$ cat config.mk
export PLATFORM = sky130hd
export DESIGN_NAME = emaxi_top
export DESIGN_NICKNAME = d
export VERILOG_FILES = /design/src/hdl/emaxi_pkg.sv /design/src/hdl/emaxi_top.sv /design/src/hdl/read_port.sv /design/src/hdl/readinfo_fifo.sv /design/src/hdl/write_port.sv /design/src/hdl/axi_skid_stage.sv
export SDC_FILE = /design/constraint.sdc
export NUM_CORES = 2
export LEC_CHECK = 0
export BUFFER_PORTS_ARGS = -buffer_cell sky130_fd_sc_hd__buf_2
export CORE_MARGIN = 10
export CORE_UTILIZATION = 54
export CTS_BUF_LIST = sky130_fd_sc_hd__clkbuf_4 sky130_fd_sc_hd__clkbuf_8 sky130_fd_sc_hd__clkbuf_16
export DETAILED_ROUTE_END_ITERATION = 8
export PLACE_DENSITY = 0.8
export SYNTH_ARGS = -nofsm -noshare
export SYNTH_HDL_FRONTEND = slang
export SYNTH_SLANG_ARGS = --single-unit
export TNS_END_PERCENT = 20
$ cat constraint.sdc
create_clock -name m_axi_aclk -period 8.45 [get_ports m_axi_aclk]
set_clock_uncertainty 0.05 [all_clocks]
set_input_delay 1.2675 -clock m_axi_aclk [delete_from_list [all_inputs] [get_ports m_axi_aclk]]
set_output_delay 1.2675 -clock m_axi_aclk [all_outputs]
set_load 0.01 [all_outputs]
$ cat src/hdl/emaxi_pkg.sv
`default_nettype none

package emaxi_pkg;

   // ##############################
   // widths
   // ##############################
   localparam int addr_w              = 32;   // elink and axi address
   localparam int data_w              = 32;   // elink data
   localparam int axi_data_w          = 64;
   localparam int axi_strb_w          = axi_data_w / 8;
   localparam int axi_size_w          = 3;    // axsize field
   localparam int readinfo_depth_log2 = 5;
   localparam int readinfo_depth      = 1 << readinfo_depth_log2;

   // ##############################
   // elink packet
   // ##############################
   typedef enum logic [1:0] {
      dm_byte  = 2'd0,
      dm_half  = 2'd1,
      dm_word  = 2'd2,
      dm_dword = 2'd3
   } datamode_t;

   // 104 bits, access on top
   typedef struct packed {
      logic              access;
      logic              write;
      datamode_t         datamode;
      logic [3:0]        ctrlmode;
      logic [addr_w-1:0] dstaddr;
      logic [data_w-1:0] data;
      logic [addr_w-1:0] srcaddr;   // upper word of a dword write
   } emesh_packet_t;

   // ##############################
   // axi beats
   // ##############################
   typedef struct packed {
      logic [addr_w-1:0]     addr;
      logic [axi_size_w-1:0] size;  // log2 bytes, same code as datamode
   } axi_addr_t;

   typedef struct packed {
      logic [axi_data_w-1:0] data;
      logic [axi_strb_w-1:0] strb;
   } axi_wdata_t;

   // one outstanding read, what the response needs back
   typedef struct packed {
      logic [addr_w-1:0] srcaddr;   // becomes response dstaddr
      logic [2:0]        addr_lo;   // byte lane within the 64-bit word
      logic [3:0]        ctrlmode;
      datamode_t         datamode;
   } readinfo_t;

endpackage

`default_nettype wire
$ cat src/hdl/emaxi_top.sv
`timescale 1ns/10ps
`default_nettype none

module emaxi_top (
   input  logic                             m_axi_aclk,
   input  logic                             m_axi_aresetn,
   // elink side
   input  logic                             rxwr_access,
   input  emaxi_pkg::emesh_packet_t         rxwr_packet,
   output logic                             rxwr_wait,
   input  logic                             rxrd_access,
   input  emaxi_pkg::emesh_packet_t         rxrd_packet,
   output logic                             rxrd_wait,
   output logic                             txrr_access,
   output emaxi_pkg::emesh_packet_t         txrr_packet,
   input  logic                             txrr_wait,
   // axi write address
   output logic [emaxi_pkg::addr_w-1:0]     m_axi_awaddr,
   output logic [emaxi_pkg::axi_size_w-1:0] m_axi_awsize,
   output logic                             m_axi_awvalid,
   input  logic                             m_axi_awready,
   // axi write data
   output logic [emaxi_pkg::axi_data_w-1:0] m_axi_wdata,
   output logic [emaxi_pkg::axi_strb_w-1:0] m_axi_wstrb,
   output logic                             m_axi_wlast,
   output logic                             m_axi_wvalid,
   input  logic                             m_axi_wready,
   // axi read address
   output logic [emaxi_pkg::addr_w-1:0]     m_axi_araddr,
   output logic [emaxi_pkg::axi_size_w-1:0] m_axi_arsize,
   output logic                             m_axi_arvalid,
   input  logic                             m_axi_arready,
   // axi read data
   input  logic [emaxi_pkg::axi_data_w-1:0] m_axi_rdata,
   input  logic                             m_axi_rvalid,
   output logic                             m_axi_rready
);

   import emaxi_pkg::*;

   axi_addr_t  aw_beat;
   axi_wdata_t w_beat;
   axi_addr_t  ar_beat;

   write_port u_write_port (
      .m_axi_aclk    (m_axi_aclk),
      .m_axi_aresetn (m_axi_aresetn),
      .rxwr_access   (rxwr_access),
      .rxwr_packet   (rxwr_packet),
      .rxwr_wait     (rxwr_wait),
      .aw_valid      (m_axi_awvalid),
      .aw            (aw_beat),
      .aw_ready      (m_axi_awready),
      .w_valid       (m_axi_wvalid),
      .w             (w_beat),
      .w_ready       (m_axi_wready)
   );

   read_port u_read_port (
      .m_axi_aclk    (m_axi_aclk),
      .m_axi_aresetn (m_axi_aresetn),
      .rxrd_access   (rxrd_access),
      .rxrd_packet   (rxrd_packet),
      .rxrd_wait     (rxrd_wait),
      .ar_valid      (m_axi_arvalid),
      .ar            (ar_beat),
      .ar_ready      (m_axi_arready),
      .r_valid       (m_axi_rvalid),
      .r_data        (m_axi_rdata),
      .r_ready       (m_axi_rready),
      .txrr_access   (txrr_access),
      .txrr_packet   (txrr_packet),
      .txrr_wait     (txrr_wait)
   );

   // split beats onto the bus
   assign m_axi_awaddr = aw_beat.addr;
   assign m_axi_awsize = aw_beat.size;
   assign m_axi_wdata  = w_beat.data;
   assign m_axi_wstrb  = w_beat.strb;
   assign m_axi_wlast  = 1'b1;   // every write is one beat
   assign m_axi_araddr = ar_beat.addr;
   assign m_axi_arsize = ar_beat.size;

endmodule

`default_nettype wire

$ cat src/hdl/read_port.sv
`timescale 1ns/10ps
`default_nettype none

module read_port (
   input  logic                             m_axi_aclk,
   input  logic                             m_axi_aresetn,
   input  logic                             rxrd_access,
   input  emaxi_pkg::emesh_packet_t         rxrd_packet,
   output logic                             rxrd_wait,
   output logic                             ar_valid,
   output emaxi_pkg::axi_addr_t             ar,
   input  logic                             ar_ready,
   input  logic                             r_valid,
   input  logic [emaxi_pkg::axi_data_w-1:0] r_data,
   output logic                             r_ready,
   output logic                             txrr_access,
   output emaxi_pkg::emesh_packet_t         txrr_packet,
   input  logic                             txrr_wait
);

   import emaxi_pkg::*;

   readinfo_t         push_info;
   readinfo_t         head;
   logic              fifo_full;
   logic              ar_hs;
   logic              r_hs;
   logic [data_w-1:0] rsp_data;      // steered, right aligned
   emesh_packet_t     rsp_packet;
   logic              s1_valid;
   emesh_packet_t     s1_packet;

   // ##############################
   // read address issue
   // ##############################
   assign ar_valid  = rxrd_access & ~fifo_full;   // no issue without room for its info
   assign ar_hs     = ar_valid & ar_ready;
   assign rxrd_wait = ~ar_hs;                     // sender holds until taken
   assign ar        = '{addr: rxrd_packet.dstaddr, size: {1'b0, rxrd_packet.datamode}};

   // what the response will need
   assign push_info = '{srcaddr:  rxrd_packet.srcaddr,
                        addr_lo:  rxrd_packet.dstaddr[2:0],
                        ctrlmode: rxrd_packet.ctrlmode,
                        datamode: rxrd_packet.datamode};

   readinfo_fifo u_readinfo_fifo (
      .m_axi_aclk    (m_axi_aclk),
      .m_axi_aresetn (m_axi_aresetn),
      .push          (ar_hs),        // only on the handshake
      .push_info     (push_info),
      .pop           (r_hs),
      .head          (head),
      .full          (fifo_full)
   );

   // ##############################
   // response steering
   // ##############################
   assign r_ready = ~txrr_wait;
   assign r_hs    = r_valid & r_ready;

   // in-order returns, so head belongs to this beat
   always_comb
   begin
      rsp_data = '0;   // unfilled upper bits
      unique case (head.datamode)
         dm_byte: rsp_data[7:0]  = r_data[{head.addr_lo, 3'b000} +: 8];
         dm_half: rsp_data[15:0] = r_data[{head.addr_lo[2:1], 4'b0000} +: 16];
         dm_word: rsp_data       = r_data[{head.addr_lo[2], 5'b00000} +: 32];
         default: rsp_data       = r_data[data_w-1:0];   // dword low word
      endcase
   end

   always_comb
   begin
      rsp_packet          = '0;
      rsp_packet.access   = 1'b1;
      rsp_packet.write    = 1'b1;              // read response goes out as a write
      rsp_packet.datamode = head.datamode;
      rsp_packet.ctrlmode = head.ctrlmode;
      rsp_packet.dstaddr  = head.srcaddr;      // back to the requester
      rsp_packet.data     = rsp_data;
      rsp_packet.srcaddr  = r_data[axi_data_w-1 -: addr_w];   // upper word, always
   end

   // ##############################
   // two stage response pipeline
   // ##############################
   always_ff @(posedge m_axi_aclk)
   begin
      if (!m_axi_aresetn)
      begin
         s1_valid    <= 1'b0;
         txrr_access <= 1'b0;
      end
      else
      begin
         s1_valid    <= r_hs;
         txrr_access <= s1_valid;
      end
   end

   // packet follows its strobe through both stages
   always_ff @(posedge m_axi_aclk)
   begin
      if (r_hs)
         s1_packet <= rsp_packet;
      if (s1_valid)
         txrr_packet <= s1_packet;
   end

endmodule

`default_nettype wire

$ cat src/hdl/readinfo_fifo.sv
`timescale 1ns/10ps
`default_nettype none

module readinfo_fifo (
   input  logic                 m_axi_aclk,
   input  logic                 m_axi_aresetn,
   input  logic                 push,
   input  emaxi_pkg::readinfo_t push_info,
   input  logic                 pop,
   output emaxi_pkg::readinfo_t head,
   output logic                 full
);

   import emaxi_pkg::*;

   readinfo_t                      mem [readinfo_depth];
   logic [readinfo_depth_log2-1:0] wr_ptr;   // wraps naturally, depth is a power of two
   logic [readinfo_depth_log2-1:0] rd_ptr;
   logic [readinfo_depth_log2:0]   count;
   logic                           do_push;
   logic                           do_pop;

   assign full    = count[readinfo_depth_log2];   // count == depth
   assign do_push = push & ~full;
   assign do_pop  = pop & (count != '0);
   assign head    = mem[rd_ptr];                  // oldest entry

   // pointers and fill level
   always_ff @(posedge m_axi_aclk)
   begin
      if (!m_axi_aresetn)
      begin
         wr_ptr <= '0;
         rd_ptr <= '0;
         count  <= '0;
      end
      else
      begin
         if (do_push)
            wr_ptr <= wr_ptr + 1'b1;
         if (do_pop)
            rd_ptr <= rd_ptr + 1'b1;
         unique case ({do_push, do_pop})
            2'b10:   count <= count + 1'b1;
            2'b01:   count <= count - 1'b1;
            default: count <= count;   // both or neither
         endcase
      end
   end

   // storage
   always_ff @(posedge m_axi_aclk)
   begin
      if (do_push)
         mem[wr_ptr] <= push_info;
   end

endmodule

`default_nettype wire

$ cat src/hdl/write_port.sv
`timescale 1ns/10ps
`default_nettype none

module write_port (
   input  logic                     m_axi_aclk,
   input  logic                     m_axi_aresetn,
   input  logic                     rxwr_access,
   input  emaxi_pkg::emesh_packet_t rxwr_packet,
   output logic                     rxwr_wait,
   output logic                     aw_valid,
   output emaxi_pkg::axi_addr_t     aw,
   input  logic                     aw_ready,
   output logic                     w_valid,
   output emaxi_pkg::axi_wdata_t    w,
   input  logic                     w_ready
);

   import emaxi_pkg::*;

   axi_addr_t  aw_beat;
   axi_wdata_t w_beat;
   logic       aw_busy;
   logic       w_busy;

   // ##############################
   // address beat
   // ##############################
   always_comb
   begin
      aw_beat.addr = rxwr_packet.dstaddr;
      aw_beat.size = {1'b0, rxwr_packet.datamode};   // single beat, size = datamode
   end

   // ##############################
   // data and strobe alignment
   // ##############################
   // data replicated over all lanes, strobes pick the lane
   always_comb
   begin
      unique case (rxwr_packet.datamode)
         dm_byte:
         begin
            w_beat.data = {8{rxwr_packet.data[7:0]}};
            w_beat.strb = 8'h01 << rxwr_packet.dstaddr[2:0];
         end
         dm_half:
         begin
            w_beat.data = {4{rxwr_packet.data[15:0]}};
            w_beat.strb = 8'h03 << {rxwr_packet.dstaddr[2:1], 1'b0};
         end
         dm_word:
         begin
            w_beat.data = {2{rxwr_packet.data[31:0]}};
            w_beat.strb = 8'h0f << {rxwr_packet.dstaddr[2], 2'b00};
         end
         default:   // dword, srcaddr carries the upper half
         begin
            w_beat.data = {rxwr_packet.srcaddr, rxwr_packet.data};
            w_beat.strb = 8'hff;
         end
      endcase
   end

   // ##############################
   // channel stages
   // ##############################
   axi_skid_stage #(.payload_t(axi_addr_t)) u_aw_stage (
      .m_axi_aclk    (m_axi_aclk),
      .m_axi_aresetn (m_axi_aresetn),
      .load          (rxwr_access),
      .load_data     (aw_beat),
      .busy          (aw_busy),
      .out_valid     (aw_valid),
      .out_data      (aw),
      .out_ready     (aw_ready)
   );

   axi_skid_stage #(.payload_t(axi_wdata_t)) u_w_stage (
      .m_axi_aclk    (m_axi_aclk),
      .m_axi_aresetn (m_axi_aresetn),
      .load          (rxwr_access),
      .load_data     (w_beat),
      .busy          (w_busy),
      .out_valid     (w_valid),
      .out_data      (w),
      .out_ready     (w_ready)
   );

   assign rxwr_wait = aw_busy | w_busy;   // either channel backed up

endmodule

`default_nettype wire

$ cat src/hdl/axi_skid_stage.sv
`timescale 1ns/10ps
`default_nettype none

module axi_skid_stage #(
   parameter type payload_t = logic
) (
   input  logic     m_axi_aclk,
   input  logic     m_axi_aresetn,
   input  logic     load,        // new beat this cycle
   input  payload_t load_data,
   output logic     busy,        // skid entry occupied
   output logic     out_valid,
   output payload_t out_data,
   input  logic     out_ready
);

   logic     out_free;           // output reg empty or draining
   logic     skid_valid;
   payload_t skid_data;

   assign out_free = ~out_valid | out_ready;
   assign busy     = skid_valid;

   // ##############################
   // control
   // ##############################
   always_ff @(posedge m_axi_aclk)
   begin
      if (!m_axi_aresetn)
      begin
         out_valid  <= 1'b0;
         skid_valid <= 1'b0;
      end
      else if (out_free)
      begin
         out_valid  <= skid_valid | load;
         skid_valid <= skid_valid & load;   // skid moves up, new beat waits behind it
      end
      else if (load)
         skid_valid <= 1'b1;                // output stalled, park the beat
   end

   // ##############################
   // payload
   // ##############################
   always_ff @(posedge m_axi_aclk)
   begin
      if (out_free)
         out_data <= skid_valid ? skid_data : load_data;   // oldest beat first
      if (load && (skid_valid || !out_free))
         skid_data <= load_data;
   end

endmodule

`default_nettype wire

Yosys cells after proc, flatten, opt, wreduce, memory -nomap -nowiden --
Memories as Yosys holds them, arrays and structs flattened. A register that Yosys moved wholly into a read port is not among the register bits. Index checks and enable logic that the tools add are counted.
Operators by class: mux-type cells 14, reductions and logical operators 13, shift-type cells 6, $add $sub $neg 4, equality and inequality tests 6, bitwise operators 17
Operators with widths (number):
- one-hot mux 72 bit (3 select lines) | 1
- two-way mux 72 bit | 1
- variable part select 64 x 7 -> 16 bit | 1
- variable part select 64 x 7 -> 32 bit | 1
- variable part select 64 x 7 -> 8 bit | 1
- one-hot mux 8 bit (3 select lines) | 2
- two-way mux 35 bit | 1
- one-hot mux 16 bit (2 select lines) | 1
- one-hot mux 6 bit (2 select lines) | 1
- adder 5 x 1 -> 5 bit (second input constant) | 2
- two-way mux 5 bit | 2
- left shift 1 x 3 -> 8 bit (first input constant) | 1
- left shift 2 x 3 -> 8 bit (first input constant) | 1
- left shift 4 x 3 -> 8 bit (first input constant) | 1
- AND 1 bit | 7
- adder 6 x 1 -> 6 bit (second input constant) | 1
- equality test 2 x 1 -> 1 bit (second input constant) | 3
- equality test 2 bit (second input constant) | 3
- nonzero test 2 bit | 3
- nonzero test 6 bit | 1
- subtractor 6 x 1 -> 6 bit (second input constant) | 1
- two-way mux 1 bit | 5
- NOT 1 bit | 5
- bitwise OR 1 bit | 5
- other kinds (5) | 9
Storage, ports and cells: logic and storage cells 88, output and inout bits 254, flip-flop bits (word level) 438, memories 1, bits of input ports 281, memory bits (writable) 1312
Memories:
- u_read_port.u_readinfo_fifo.mem | words 32, width 41, read ports 1, clocked after memory_dff 1, wr ports 1, RTL line readinfo_fifo.sv:16 | readinfo_t mem [readinfo_depth];

Logic depth before layout (Yosys ltp) --
depth after elaboration 6, mapped depth 15, depth with buffers taken out 13

Hierarchy --
A second synthesis with hierarchy kept.
Second synthesis, totals: cells, all modules 3502, area total of the unflattened synthesis 68286.7 µm²
By module, submodules not included:
- readinfo_fifo | cells each 2576, area each 51294.2 µm², seq. area each 39818.2 µm², instances 1
- read_port | cells each 425, area each 7751.2 µm², seq. area each 6165.9 µm², instances 1
- axi_skid_stage at u_write_port.u_w_stage | cells each 233, area each 5471.5 µm², seq. area each 4364.2 µm², instances 1
- axi_skid_stage at u_write_port.u_aw_stage | cells each 118, area each 2681.3 µm², seq. area each 2142.1 µm², instances 1
- write_port | cells each 148, area each 1077.3 µm², seq. area each 0.0 µm², instances 1
- emaxi_top | cells each 2, area each 11.3 µm², seq. area each 0.0 µm², instances 1

Worst setup path after synthesis --
Ideal clock, no wire load.
path kind input port to flip-flop, start in txrr_wait, end reg u_read_port.u_readinfo_fifo.count[4], path slack -0.038 ns, setup time 0.126 ns, cell stages on the path 13, arrival 8.313 ns, path buffers 1, data required time 8.274 ns, path through nor2b_1 a21boi_1 ha_1 clkbuf_1 xor2_1 ha_1 a21oi_1 nor2b_1 o21ai_0 a21oi_1 a221oi_1 or3_1 a21boi_0
On the way: word-level cells in the longest chain between the ends 5, elaborated cells on any way between the ends 7, classes of those cells eq/ne: 2; mux: 1; bitwise: 3; reduce/logical: 1
RTL lines:
- start, declared | RTL line emaxi_top.sv:16 | input logic txrr_wait,
- NOT 1 bit (*) | RTL line read_port.sv:60 | assign r_ready = ~txrr_wait;
- AND 1 bit (*) | RTL line read_port.sv:61 | assign r_hs = r_valid & r_ready;
- AND 1 bit (*) | RTL line readinfo_fifo.sv:25 | assign do_pop = pop & (count != '0);
- equality test 2 x 1 -> 1 bit / equality test 2 bit (equally long branches) | RTL line readinfo_fifo.sv:43 | unique case ({do_push, do_pop})
- one-hot mux 6 bit (2 select lines) / nonzero test 2 bit (equally long branches)
- end signal, assigned | RTL line readinfo_fifo.sv:44 | 2'b10: count <= count + 1'b1;
- end signal, assigned | RTL line readinfo_fifo.sv:45 | 2'b01: count <= count - 1'b1;
- end signal, assigned | RTL line readinfo_fifo.sv:46 | default: count <= count;
- end, declared | RTL line readinfo_fifo.sv:19 | logic [readinfo_depth_log2:0] count;
Every way passes the cells marked *; elsewhere a longest branch is shown, timed or not. A chain may end at the register's enable or synchronous reset.

==> metrics.md <==
| Metric | Value |
|---|---|
| Setup Crit Path Kind | `reg2reg` |
| Max Cap Viol | `0` |
| Clock Latency Late Sink | `0.80 ns` |
| Area Overhead vs Synth | `14.1%` |
| Tmin final | `4.69 ns` |
| Core box area | `124,000 sq um` |
| Mapped Area | `67,300 sq um` |
| DIE WIDTH | `373 um` |
| Commonest non-fill, non-tap cell in the layout | `edfxtp_1` |
| Crit path capture | `u_read_port.s1_packet[35]$_DFFE_PP_` |
| Worst-Margin Slew | `1.19 ns` |
| CTS Buf Count | `166` |
| Main synth FF type | `edfxtp_1` |
| Final Non-Filler Cells | `5,269` |
| Synthesized flop and latch total | `1,755` |
| R2R Path End | `u_read_port.s1_packet[35]$_DFFE_PP_` |
| EDFF count, synth | `1,728` |
| Routed vias | `33,800` |
| Die Y | `373 um` |
| Post-route worst setup slack | `3.76 ns` |
| Most frequent cells in the layout | `edfxtp_1 (1,728), buf_2 (431), mux4_2 (404), clkbuf_16 (170), mux2_2 (149)` |
| CTS Hold Buffers Added | `0` |
| Mux contribution to synthesized area | `16.7%` |
| Worst Path Required | `8.94 ns` |
| Total placed cells including tap cells | `4,956` |
| Syn_area_per_cell | `22.3 sq um` |
| Post-synthesis xor/xnor area fraction | `0.169%` |
| TritonCTS clock tree | `yes` |
| 1st-pass router iterations | `6` |
| First-pass GRT wire length | `247 mm` |
| CTS clk-pin slew, worst paths | `0.07 ns` |
| Pin count of the biggest net entering global routing | `158` |
| DRT iter0 DRCs | `4,465` |
| Post-Synth Adder-Cell Area | `0.149%` |
| Gate count after technology mapping | `3,016` |
| CP arrival | `5.18 ns` |
| DP HPWL | `91.1 mm` |
| Setup tns final | `0 ns` |
| Count of pins over their slew limit | `0` |
| Top achievable clock speed | `213 MHz` |
| VDD IR max | `0.192 mV` |
| Flop2flop setup slack | `3.76 ns` |
| TritonCTS sink count | `1,755` |
| Synth Area in Compound Gates | `1.83%` |
| Pwr Density | `240 nW/um^2` |
| Vias in the first global route | `34,700` |
| Crit Path Max Fanout | `40` |
| Gpl congestion | `0.798` |
| Grt ovf | `0` |
| Slew HR | `20.2%` |
| Vias/cell | `6.42` |
| Register area share after synthesis | `77.9%` |
| Simple-gate area share of the yosys netlist | `1.68%` |
| Combinational family with the most area after synthesis | `multiplexers` |
| H-tree Lvls | `4` |
| I/O pin count | `535` |
| Post CTS Setup Buffer Count | `0` |
| CP startpoint kind | `register` |
| Ys Warns | `0` |
| Worst Hold Class | `reg2reg` |
| Pleak | `24.5 nW` |
| Starting Density | `54.4%` |
| Post-Route WL | `170 mm` |
| Layout Nets | `3,776` |
| Worst Setup End Kind | `register` |
| IO buf count | `431` |
| Routed len/inst | `32.2 um` |
| Unrepaired setup endpoints after global routing | `false` |
| Post-CTS Resized | `0` |
| Rows | `129` |
| CTS max path bufs | `3` |
| Layout cells sized above 1 | `37.8%` |
| Period Utilization, post-route | `55.5%` |
| Antenna viol nets, final | `0` |
| Synth cell types | `60` |
| Post-synth ARST share | `0%` |
| R2R cell count | `9` |
| Final Hold Viols | `0` |
| Initial antenna violation count | `19` |
| # DRC | `0` |
| Status | `finished clean` |
| Die area | `139,000 sq um` |
| CTS Root Cell | `clkbuf_16` |
| Placement Setup Slack | `3.79 ns` |
| Tot GR Track Use | `24.2%` |
| Finish-stage setup viols | `0` |
synth_stat cells, types with 3 or more instances:
master	instances	share of area (%)
or3_1	5	0.046
clkbuf_1	95	0.53
buf_1	28	0.16
nor2b_1	16	0.15
o31ai_1	11	0.12
nand3b_1	5	0.056
o21a_1	4	0.045
a222oi_1	6	0.089
xor2_1	5	0.065
edfxtp_1	1728	77
a21oi_1	50	0.37
o21ai_1	10	0.074
nor2_1	74	0.41
ha_1	8	0.15
nand3_1	4	0.030
nand2_1	97	0.54
o2bb2ai_1	5	0.065
o22ai_1	20	0.19
a211oi_1	7	0.078
or2_2	5	0.046
o21ai_0	28	0.21
mux4_2	404	14
or3b_2	4	0.052
nand4_1	3	0.028
a21o_1	3	0.033
inv_1	18	0.10
buf_4	44	0.49
xnor2_1	8	0.10
nor3b_1	3	0.033
and2_1	16	0.15
mux2_2	149	2.5
mux2i_1	45	0.67
a22oi_1	19	0.21
a221o_1	5	0.074
a21boi_0	7	0.078
dfxtp_1	27	0.80
buf_2	17	0.13
state kept, by name, summed over array words and instances (netlist names), 5 cells and up, named ones only:
register / flops
u_read_port.u_readinfo_fifo.mem: 1312
u_read_port.s1_packet: 102
u_read_port.txrr_packet: 102
u_write_port.u_w_stage.out_data: 72
u_write_port.u_w_stage.skid_data: 72
u_write_port.u_aw_stage.out_data: 34
u_write_port.u_aw_stage.skid_data: 34
u_read_port.u_readinfo_fifo.count: 6
u_read_port.u_readinfo_fifo.rd_ptr: 5
u_read_port.u_readinfo_fifo.wr_ptr: 5
area by class of cell:
cell class,count,area (sq um)
antenna,8,20.0
clock buffer,202,4490
clock inverter,103,975
fill,7942,47000
inverter,18,67.6
multi-input combinational,1057,14100
sequential,1755,52500
tap,1637,2050
timing repair buffer,489,2620
report_power, final:
| part | leakage (nW) | internal (W) | total, W | switching, W |
|---|---|---|---|---|
| logic | 5.84 | 0.000513 | 0.00116 | 0.000644 |
| registers | 16.0 | 0.00975 | 0.00982 | 0.0000784 |
| clock network | 2.71 | 0.00422 | 0.00746 | 0.00324 |
| total | 24.5 | 0.0145 | 0.0184 | 0.00397 |
per-layer routing:
metal / wire length (um) / GRT usage, % / part of all wire [%] / up-vias
li1: - / - / - / 13500
met4: 7440 / 10.3 / 4.4 / 10
met2: 87300 / 41.3 / 51 / 2328
met3: 16000 / 5.38 / 9.4 / 439
met1: 58900 / 29.8 / 35 / 17500
met5: 52 / 0 / 0.031 / -
worst max-delay path: stages, from the launching register on:
cell     delay, ns
dfxtp_4       0.74
buf_4         0.68
mux4_2        0.60
mux4_2        0.55
mux2i_4       0.61
nor2b_1       0.65
a221o_1       0.29
a21oi_1       0.05
o21ai_1       0.10
nand2_1       0.07
how the worst min path moves through the flow:
stage / from / to / cells past startpoint
after floorplan: u_read_port.s1_packet[0]$_DFFE_PP_ / u_read_port.txrr_packet[0]$_DFFE_PP_ / 0
after global placement: u_read_port.s1_packet[17]$_DFFE_PP_ / u_read_port.txrr_packet[17]$_DFFE_PP_ / 0
after detailed placement: u_read_port.s1_packet[14]$_DFFE_PP_ / u_read_port.txrr_packet[14]$_DFFE_PP_ / 0
after CTS: u_read_port.s1_packet[37]$_DFFE_PP_ / u_read_port.txrr_packet[37]$_DFFE_PP_ / 0
after global routing: u_read_port.s1_packet[8]$_DFFE_PP_ / u_read_port.txrr_packet[8]$_DFFE_PP_ / 0
final: u_read_port.s1_packet[87]$_DFFE_PP_ / u_read_port.txrr_packet[87]$_DFFE_PP_ / 0
cell families after synthesis:
logic type	count (synthesis)
multiplexers	600
other	2
buffers and inverters	207
AND/OR/NAND/NOR	241
adder cells (fa/ha/maj)	8
flip-flops	1755
XOR/XNOR	13
AO/OA/AOI/OAI	190
per-stage QoR:
stage / cell area (sq um) / hold slack (ns) / utilization (%) / total power (W)
CTS: 76800 / 0.363 / 62.0 / 0.0185
global route: 76800 / 0.374 / 62.0 / 0.0190
detailed placement: 71300 / 0.355 / 57.6 / 0.0111
finish: 76800 / 0.364 / 62.0 / 0.0184
global placement: 71300 / 0.351 / 57.6 / 0.0111
floorplan: 67300 / 0.350 / - / 0.0107
(Power assumes the default switching activity.)
